===== config.mk =====
export PLATFORM = sky130hd
export DESIGN_NAME = axi_lite_arbiter
export DESIGN_NICKNAME = d
export VERILOG_FILES = /design/src/hw/axi_lite_pkg.sv /design/src/hw/axi_lite_arbiter.sv
export SDC_FILE = /design/constraint.sdc
export NUM_CORES = 1
export LEC_CHECK = 0
export ABC_AREA = 1
export ABC_CLOCK_PERIOD_IN_PS = 2000
export BUFFER_PORTS_ARGS = -buffer_cell sky130_fd_sc_hd__buf_2
export CAP_MARGIN = 10
export CELL_PAD_IN_SITES_DETAIL_PLACEMENT = 1
export CELL_PAD_IN_SITES_GLOBAL_PLACEMENT = 2
export CORE_AREA = 2 2 173 175
export CTS_BUF_LIST = sky130_fd_sc_hd__clkbuf_4 sky130_fd_sc_hd__clkbuf_8 sky130_fd_sc_hd__clkbuf_16
export CTS_CLUSTER_DIAMETER = 100
export DETAILED_ROUTE_END_ITERATION = 10
export DIE_AREA = 0 0 175 177
export GPL_ROUTABILITY_DRIVEN = 0
export GPL_TIMING_DRIVEN = 0
export HOLD_SLACK_MARGIN = 0.03
export MAX_ROUTING_LAYER = met4
export PLACE_DENSITY_LB_ADDON = 0.25
export SYNTH_ARGS = -nofsm -noshare
export SYNTH_HDL_FRONTEND = slang
export SYNTH_SLANG_ARGS = --single-unit

===== constraint.sdc =====
create_clock -name clk -period 2 [get_ports clk]
set_clock_uncertainty 0.05 [all_clocks]
set_input_delay 0.4 -clock clk [delete_from_list [all_inputs] [get_ports clk]]
set_output_delay 0.4 -clock clk [all_outputs]
set_load 0.01 [all_outputs]

===== src/hw/axi_lite_pkg.sv =====
package axi_lite_pkg;

	// ~~~~~~~~~~~~~~~~~~~~~~~~~~~~~~~~~~~~~~~~~~~~~~~~~~~~~~~~~~~~~~~~~~~~~~
	// Basic bus types
	// ~~~~~~~~~~~~~~~~~~~~~~~~~~~~~~~~~~~~~~~~~~~~~~~~~~~~~~~~~~~~~~~~~~~~~~

	typedef logic [31:0] addr_t;  // Byte address
	typedef logic [31:0] data_t;
	typedef logic [3:0] strb_t;   // One enable per byte lane

	// Only the two codes this slave can return
	typedef enum logic [1:0] {
		OKAY = 2'b00,
		SLVERR = 2'b10
	} resp_e;

	// ~~~~~~~~~~~~~~~~~~~~~~~~~~~~~~~~~~~~~~~~~~~~~~~~~~~~~~~~~~~~~~~~~~~~~~
	// Channel payloads that travel beside valid and ready
	// ~~~~~~~~~~~~~~~~~~~~~~~~~~~~~~~~~~~~~~~~~~~~~~~~~~~~~~~~~~~~~~~~~~~~~~

	typedef struct packed {
		addr_t addr;
	} ar_t;

	typedef struct packed {
		addr_t addr;
	} aw_t;

	typedef struct packed {
		data_t data;
		strb_t strb;
	} w_t;

	typedef struct packed {
		data_t data;
		resp_e resp;
	} r_t;

	typedef struct packed {
		resp_e resp;
	} b_t;

	// Defaults for the top level, which passes them down the tree
	localparam addr_t MEM_BASE = 32'h8000_0000;
	localparam int MEM_WORDS = 256;
	localparam int MAX_DELAY = 3;
	localparam logic [15:0] LFSR_SEED = 16'hace1;  // Must not be zero

endpackage


===== src/hw/axi_lite_arbiter.sv =====
module axi_lite_arbiter (
	input logic clk,
	input logic reset,

	input logic m0_ar_valid,
	output logic m0_ar_ready,
	input axi_lite_pkg::ar_t m0_ar,
	input logic m0_aw_valid,
	output logic m0_aw_ready,
	input axi_lite_pkg::aw_t m0_aw,
	input logic m0_w_valid,
	output logic m0_w_ready,
	input axi_lite_pkg::w_t m0_w,
	output logic m0_r_valid,
	input logic m0_r_ready,
	output axi_lite_pkg::r_t m0_r,
	output logic m0_b_valid,
	input logic m0_b_ready,
	output axi_lite_pkg::b_t m0_b,

	input logic m1_ar_valid,
	output logic m1_ar_ready,
	input axi_lite_pkg::ar_t m1_ar,
	input logic m1_aw_valid,
	output logic m1_aw_ready,
	input axi_lite_pkg::aw_t m1_aw,
	input logic m1_w_valid,
	output logic m1_w_ready,
	input axi_lite_pkg::w_t m1_w,
	output logic m1_r_valid,
	input logic m1_r_ready,
	output axi_lite_pkg::r_t m1_r,
	output logic m1_b_valid,
	input logic m1_b_ready,
	output axi_lite_pkg::b_t m1_b,

	output logic s_ar_valid,
	input logic s_ar_ready,
	output axi_lite_pkg::ar_t s_ar,
	output logic s_aw_valid,
	input logic s_aw_ready,
	output axi_lite_pkg::aw_t s_aw,
	output logic s_w_valid,
	input logic s_w_ready,
	output axi_lite_pkg::w_t s_w,
	input logic s_r_valid,
	output logic s_r_ready,
	input axi_lite_pkg::r_t s_r,
	input logic s_b_valid,
	output logic s_b_ready,
	input axi_lite_pkg::b_t s_b
);

	// ~~~~~~~~~~~~~~~~~~~~~~~~~~~~~~~~~~~~~~~~~~~~~~~~~~~~~~~~~~~~~~~~~~~~~~
	// Read side
	// ~~~~~~~~~~~~~~~~~~~~~~~~~~~~~~~~~~~~~~~~~~~~~~~~~~~~~~~~~~~~~~~~~~~~~~

	logic rd_busy;   // From ar transfer to r transfer
	logic rd_gnt;    // High when m1 owns the read or won it last
	logic rd_pick0;
	logic rd_pick1;

	// On a tie the master that lost last time goes first
	assign rd_pick1 = m1_ar_valid && (!m0_ar_valid || !rd_gnt);
	assign rd_pick0 = m0_ar_valid && (!m1_ar_valid || rd_gnt);

	assign s_ar_valid = !rd_busy && (m0_ar_valid || m1_ar_valid);
	assign s_ar = rd_pick1 ? m1_ar : m0_ar;
	assign m0_ar_ready = s_ar_ready && !rd_busy && !rd_pick1;
	assign m1_ar_ready = s_ar_ready && !rd_busy && !rd_pick0;

	assign m0_r_valid = s_r_valid && rd_busy && !rd_gnt;
	assign m1_r_valid = s_r_valid && rd_busy && rd_gnt;
	assign m0_r = s_r;
	assign m1_r = s_r;
	assign s_r_ready = rd_busy && (rd_gnt ? m1_r_ready : m0_r_ready);

	always_ff @(posedge clk) begin
		if (reset) begin
			rd_busy <= 1'b0;
			rd_gnt <= 1'b1;  // So m0 wins the first tie
		end else if (rd_busy) begin
			if (s_r_valid && s_r_ready)
				rd_busy <= 1'b0;
		end else if (s_ar_valid && s_ar_ready) begin
			rd_busy <= 1'b1;
			rd_gnt <= rd_pick1;
		end
	end

	// ~~~~~~~~~~~~~~~~~~~~~~~~~~~~~~~~~~~~~~~~~~~~~~~~~~~~~~~~~~~~~~~~~~~~~~
	// Write side where aw and w share one grant
	// ~~~~~~~~~~~~~~~~~~~~~~~~~~~~~~~~~~~~~~~~~~~~~~~~~~~~~~~~~~~~~~~~~~~~~~

	logic wr_busy;   // From the first aw or w transfer to the b transfer
	logic wr_gnt;
	logic wr_req0;
	logic wr_req1;
	logic wr_pick0;
	logic wr_pick1;
	logic wr_sel;

	assign wr_req0 = m0_aw_valid || m0_w_valid;
	assign wr_req1 = m1_aw_valid || m1_w_valid;
	assign wr_pick1 = wr_req1 && (!wr_req0 || !wr_gnt);
	assign wr_pick0 = wr_req0 && (!wr_req1 || wr_gnt);
	assign wr_sel = wr_busy ? wr_gnt : wr_pick1;  // Locked once half of the write is in

	assign s_aw_valid = wr_sel ? m1_aw_valid : m0_aw_valid;
	assign s_aw = wr_sel ? m1_aw : m0_aw;
	assign s_w_valid = wr_sel ? m1_w_valid : m0_w_valid;
	assign s_w = wr_sel ? m1_w : m0_w;

	assign m0_aw_ready = s_aw_ready && (wr_busy ? !wr_gnt : !wr_pick1);
	assign m1_aw_ready = s_aw_ready && (wr_busy ? wr_gnt : !wr_pick0);
	assign m0_w_ready = s_w_ready && (wr_busy ? !wr_gnt : !wr_pick1);
	assign m1_w_ready = s_w_ready && (wr_busy ? wr_gnt : !wr_pick0);

	assign m0_b_valid = s_b_valid && wr_busy && !wr_gnt;
	assign m1_b_valid = s_b_valid && wr_busy && wr_gnt;
	assign m0_b = s_b;
	assign m1_b = s_b;
	assign s_b_ready = wr_busy && (wr_gnt ? m1_b_ready : m0_b_ready);

	always_ff @(posedge clk) begin
		if (reset) begin
			wr_busy <= 1'b0;
			wr_gnt <= 1'b1;
		end else if (wr_busy) begin
			if (s_b_valid && s_b_ready)
				wr_busy <= 1'b0;
		end else if ((s_aw_valid && s_aw_ready) || (s_w_valid && s_w_ready)) begin
			wr_busy <= 1'b1;
			wr_gnt <= wr_pick1;
		end
	end

	// A slave response only comes for a granted request and reaches exactly one master
	a_r_route: assert property (@(posedge clk) disable iff (reset)
		s_r_valid |-> rd_busy && $onehot({m0_r_valid, m1_r_valid}));

	a_b_route: assert property (@(posedge clk) disable iff (reset)
		s_b_valid |-> wr_busy && $onehot({m0_b_valid, m1_b_valid}));

endmodule


==> impl_metrics.csv, run 1 <==
group,metric,value,unit
cts,clock_h_tree_levels,1,
timing,setup_viol,68,
timing,report.final.slew_viol_count,0,
grt,globalRoute.totalOverflow,0,
setup_path,cp_data_arrival_time,1.60,ns
cts,cts_hold_buffers,0,
cells_and_area,synth_to_final_area_change,125.4,%
outcome,failed_checks,"negative setup slack",
power,pwr_density_cell,551.7,mW/mm2
cts,tritoncts_clock_tree,"done",
yosys,yosys.cell_types.count,20,
timing,grt_setup_unrepaired,"yes",
setup_path,worst_reg2reg_setup_slack,0.59,ns
cts,cts_root_buf,"clkbuf_16",
route,firstDrtPassIters,4,
yosys,synth_area_per_cell,7.437,um2
min_path,endpoint_of_the_worst_hold_path,"wr_busy",
outcome,status,"finished with violations",
cells_and_area,fin_util,18.51,%
grt,grt_max_degree,11,
setup_path,reg2reg_from,"wr_busy",
min_path,worst_hold_path_cell_count,2,
timing,fin_crit,2.046,ns
timing,setup_slack,-0.04582,ns
min_path,worstHoldStart,"reset",
grt,groute.usage.overall,9.522,%
cts,ctsLongestPathBuffers,2,
power,power.ir.vdd_worst,0.1678,mV
yosys,synth_seq_cells,4,
yosys,synth.yosys.seq_area_share,3.333,%
setup_path,criticalPathCategory,"in -> out",
cells_and_area,design.final.nets,992,
floorplanning,die-area,0.03098,mm2
route,final_antenna_violating_net_count,0,
grt,grt_pass1_wl,22.07,mm
yosys,syn-num-nets,576,
yosys,synth_edf_count,0,
timing,fmax,488.8,MHz
cts,numCtsBuffers,3,
power,p_leak,3.257,nW
floorplanning,floorplan.die.height,177,um
setup_path,worst_r2r_path_depth,9,
floorplanning,die_w,175,um
cells_and_area,layout.cells.most_common,"buf_2",
floorplanning,top_level_ports,440,
cts,worst_setup_hold_path_clk_slew,0.03,ns
floorplanning,std_cell_rows,63,
yosys,number_of_instances_in_the_synthesized_netlist,323,
setup_path,critical_path.endpoint_type,"primary output",
route,vias,3610,
floorplanning,floorplan.initialDensity,8.215,%
job,max-cap-violations,0,
place,place_hpwl,14.48,mm
setup_path,setup.worst_path.start_class,"input pin",
timing,min_period_over_period,102.3,%
yosys,async_reset_ff_share,0,%
route,routed_wl,16.01,mm
cts,tritoncts_num_sinks,4,
timing,final-hold-violation-count,0,
route,post_detailed_route_wirelength_per_cell,14.18,um
yosys,ys.flop_type,"dfxtp_1",
setup_path,data_required_time_of_the_critical_path,1.55,ns
floorplanning,coreArea,0.02924,mm2
place,number_of_port_buffers,403,
cells_and_area,layout-drive-gt1-share,78.56,%
grt,antenna_found_initial,3,
route,initialDrtViolationCount,44,
setup_path,reg2reg_to,"wr_gnt",
grt,first_global_vias,3719,
yosys,synth.cell_area,0.002402,mm2
timing,maxSlewHeadroom,76.54,%
cells_and_area,layout.cells.most_common_list,"372 x buf_2, 110 x nand2_1, 79 x buf_4, 68 x mux2_4, 30 x buf_6",
min_path,hold_path_class,"in -> reg",
route,viasPerCell,3.198,
route,route.detailed.drc,0,
timing,timing_worst_slew_pin_value,0.3496,ns
yosys,yosys_warnings,0,
timing,fin_hold_ws,0.3821,ns
cts,clock_insertion_delay_worst_skew,0.22,ns
setup_path,crit_path_max_fanout,10,
==> layer usage <==
layer,track usage (%),vias up,routed length [um]
met4,1.285,0,93
met1,9.402,1580,5551
met2,18.81,231,8858
met5,-,-,0
li1,-,1793,-
met3,2.706,6,1501
==> cell type report <==
type	instances	area, um2
diodes	2	5.005
plain buffers	85	714.4
clock buffers	3	75.07
fillers	3643	23830
inverters	17	66.31
multi-input cells	218	1679
flip-flops and latches	4	88.84
well taps	390	488.0
repair buffers	410	2297
==> where the power goes <==
part / leakage [nW] / total, mW / internal, mW / switching (mW)
sequential: 0.0336 / 0.120 / 0.0967 / 0.0237
combinational: 3.19 / 2.55 / 1.45 / 1.10
clock: 0.0370 / 0.312 / 0.256 / 0.0569
total: 3.26 / 2.99 / 1.81 / 1.18
==> synthesized netlist by cell type (2+ instances only) <==
library cell	n	area, um2
nand3_1	5	25.02
buf_4	72	540.5
nor3_1	2	10.01
and2_1	2	12.51
dfxtp_1	4	80.08
a21oi_1	5	25.02
clkbuf_1	6	22.52
buf_6	7	78.83
o21ai_0	2	10.01
inv_1	16	60.06
mux2_4	67	1006
nor2_1	15	56.30
o21ai_1	2	10.01
nand2_1	112	420.4
==> stage by stage <==
step | total power [mW] | cells | TNS [ns] | instance area (um2) | worst slack [ns]
after floorplan | 1.462 | 323 | 0 | 2402 | 0.2447
after global placement | 2.359 | 1116 | -17.57 | 4907 | -0.3526
after detailed placement | 2.350 | 1116 | -18.89 | 4907 | -0.3224
after CTS | 2.931 | 1124 | -4.110 | 5258 | -0.08797
after global routing | 3.192 | 1129 | -4.958 | 5414 | -0.09541
final | 2.987 | 1129 | -1.590 | 5414 | -0.04582
==> how the worst max path moves through the flow <==
stage / startpoint / end / slack, ns / cells past startpoint
final: m1_aw_valid / s_w[3] / -0.05 / 8
after global routing: wr_busy / s_w[2] / -0.1 / 6
after CTS: wr_busy / s_aw[24] / -0.09 / 6
after detailed placement: m0_ar_valid / s_ar[29] / -0.32 / 8
after global placement: m0_ar_valid / s_ar[29] / -0.35 / 8
after floorplan: m0_w_valid / s_w[33] / 0.24 / 5
==> critical path, cell delays in order <==
cell	delay, ns
buf_8	0.10
nor2_4	0.15
nor2_4	0.06
nand2_4	0.12
nand2_8	0.13
buf_12	0.18
mux2_4	0.30
buf_2	0.15
==> timing repair <==
| item | 4_1_cts | 5_1_grt |
|---|---|---|
| setup endpoints to repair | 100 | 82 |
| buffers inserted | 3 | 3 |
| pin swaps | 4 | 3 |
| gates cloned | 2 | 0 |
| gates resized for setup | 66 | 25 |
| hold endpoints to repair | 0 | 0 |
==> flip-flops by register name, indices dropped and copies added, names as in the netlist <==
name,count
rd_gnt,1
wr_gnt,1
rd_busy,1
wr_busy,1
==> cells by family (layout without fill, tap and decap cells) <==
kind of cell,after synthesis,after routing,share of synthesized area (%)
simple gates,139,140,22.81
buf+inv,102,515,29.38
mux,68,68,42.34
compound gates,10,10,2.135
flops,4,4,3.333
other cells,0,2,0
No activity file was read; power rests on OpenSTA's default activity.
==> inputs of run 2 (changes only) <==
- ABC_CLOCK_PERIOD_IN_PS: 2000 -> 2500
- CORE_AREA: 2 2 173 175 -> 2 2 170 172
- CTS_BUF_LIST: sky130_fd_sc_hd__clkbuf_4 sky130_fd_sc_hd__clkbuf_8 sky130_fd_sc_hd__clkbuf_16 -> not set
- DIE_AREA: 0 0 175 177 -> 0 0 172 174
- clock period: 2 -> 2.5 ns (I/O delays scaled with it)
==> impl_metrics.csv, run 2 (synthesis results as in run 1) <==
group,metric,value,unit
timing,fmax,418.3,MHz
setup_path,data_required_time_of_the_critical_path,1.95,ns
place,number_of_port_buffers,403,
outcome,status,"finished, final reports clean",
route,final_antenna_violating_net_count,0,
cells_and_area,postLayoutCellArea,0.004992,mm2
cts,numCtsBuffers,3,
cts,tritoncts_num_sinks,4,
cts,cts_root_buf,"clkbuf_16",
floorplanning,top_level_ports,440,
grt,groute.usage.overall,10.40,%
cts,cts_setup_buffers,0,
setup_path,critical_path.endpoint_type,"primary output",
timing,report.final.slew_viol_count,0,
setup_path,critPathBufInv,3,
route,firstDrtPassIters,3,
min_path,hold_path_class,"in -> reg",
cts,cts_hold_buffers,0,
route,vias,3616,
floorplanning,floorplan.die.height,174,um
setup_path,crit_path_cell_trace,"buf_2 > nor2_1 > nor2_1 > nand2_2 > nand2_4 > buf_6 > mux2_4 > buf_2",
grt,first_global_vias,3634,
route,initialDrtViolationCount,41,
cts,postCtsResizedCells,3,
min_path,worst_hold_path_cell_count,2,
route,viasPerCell,3.237,
cts,ctsLongestPathBuffers,2,
grt,grt_max_degree,11,
cells_and_area,synth_to_final_area_change,107.8,%
timing,grt_setup_unrepaired,"no",
grt,antenna_found_initial,3,
timing,fin_crit,2.391,ns
floorplanning,coreArea,0.02824,mm2
cts,clock_insertion_delay_worst_skew,0.22,ns
setup_path,cpPeakStageDelay,0.34,ns
timing,min_period_over_period,95.63,%
setup_path,path_delay_family,"simple AND/OR/NAND/NOR gates",
route,route.detailed.drc,0,
floorplanning,die_w,172,um
cts,clock_h_tree_levels,1,
floorplanning,die-area,0.02993,mm2
job,max-cap-violations,0,
cells_and_area,layout.cells.most_common,"buf_2",
place,post_dp_cell_area,0.004900,mm2
power,power.ir.vdd_worst,0.2226,mV
timing,setup_viol,0,
setup_path,setup.worst_path.start_class,"input pin",
timing,timing_worst_slew_pin_value,0.5482,ns
setup_path,path_depth,8,
route,post_detailed_route_wirelength_per_cell,15.27,um
power,report.power.total,2.161,mW
timing,final-hold-violation-count,0,
grt,globalRoute.totalOverflow,0,
route,routed_wl,17.05,mm
timing,fin_hold_ws,0.4451,ns
cells_and_area,design.final.nets,984,
setup_path,worst_reg2reg_setup_slack,1.06,ns
place,place_hpwl,15.44,mm
floorplanning,floorplan.initialDensity,8.508,%
setup_path,cp_data_arrival_time,1.84,ns
power,p_leak,3.087,nW
setup_path,worst_r2r_path_depth,7,
grt,grt_pass1_wl,22.59,mm
cells_and_area,layout.cells.most_common_list,"403 x buf_2, 111 x nand2_1, 72 x buf_4, 67 x mux2_4, 16 x inv_1",
cts,worst_setup_hold_path_clk_slew,0.03,ns
floorplanning,std_cell_rows,62,
cells_and_area,layout-drive-gt1-share,76.82,%
power,pwr_density_cell,432.8,mW/mm2
setup_path,crit_path_max_fanout,10,
cts,tritoncts_clock_tree,"done",
timing,maxSlewHeadroom,63.45,%
setup_path,worst_path_max_delay_cell,"mux2_4",
setup_path,criticalPathCategory,"in -> out",
[run 2: per-layer routing]
metal  global-route usage, %  up-vias  routed length [um]
li1                        -     1775                   -
met1                   11.22     1619                6434
met2                   20.08      218                8941
met3                   2.049        4                1575
met4                  0.8754        0                 102
met5                       -        -                   0
[run 2: final timing paths]
kind              to   startpoint
min          wr_busy        reset
min reg2reg  rd_busy      rd_busy
max reg2reg   wr_gnt       wr_gnt
max          s_w[27]  m1_aw_valid
[run 2: metrics by stage]
stage | setup WS, ns | util (%) | setup TNS, ns | cells
floorplan | 0.5447 | - | 0 | 323
global placement | -0.08575 | 17.35 | -0.7480 | 1110
global route | 0.03561 | 17.67 | 0 | 1116
detailed placement | -0.08519 | 17.35 | -0.7841 | 1110
finish | 0.1094 | 17.68 | 0 | 1117
CTS | 0.03531 | 17.63 | 0 | 1113
[run 2: area by class of cell]
type / count / area [um2]
Multi-Input combinational cell: 217 / 1619
Buffer: 85 / 645.6
Clock buffer: 3 / 75.07
Tap cell: 384 / 480.5
Sequential cell: 4 / 80.08
Timing Repair Buffer: 403 / 2017
Inverter: 17 / 65.06
Fill cell: 3590 / 23240
Antenna cell: 4 / 10.01
[run 2: report_power, final]
part	switching [mW]	internal, mW	leakage (nW)	total (mW)
sequential	0.0140	0.0740	0.0333	0.0880
clock	0.0432	0.204	0.0370	0.247
combinational	0.885	0.940	3.02	1.83
total	0.942	1.22	3.09	2.16
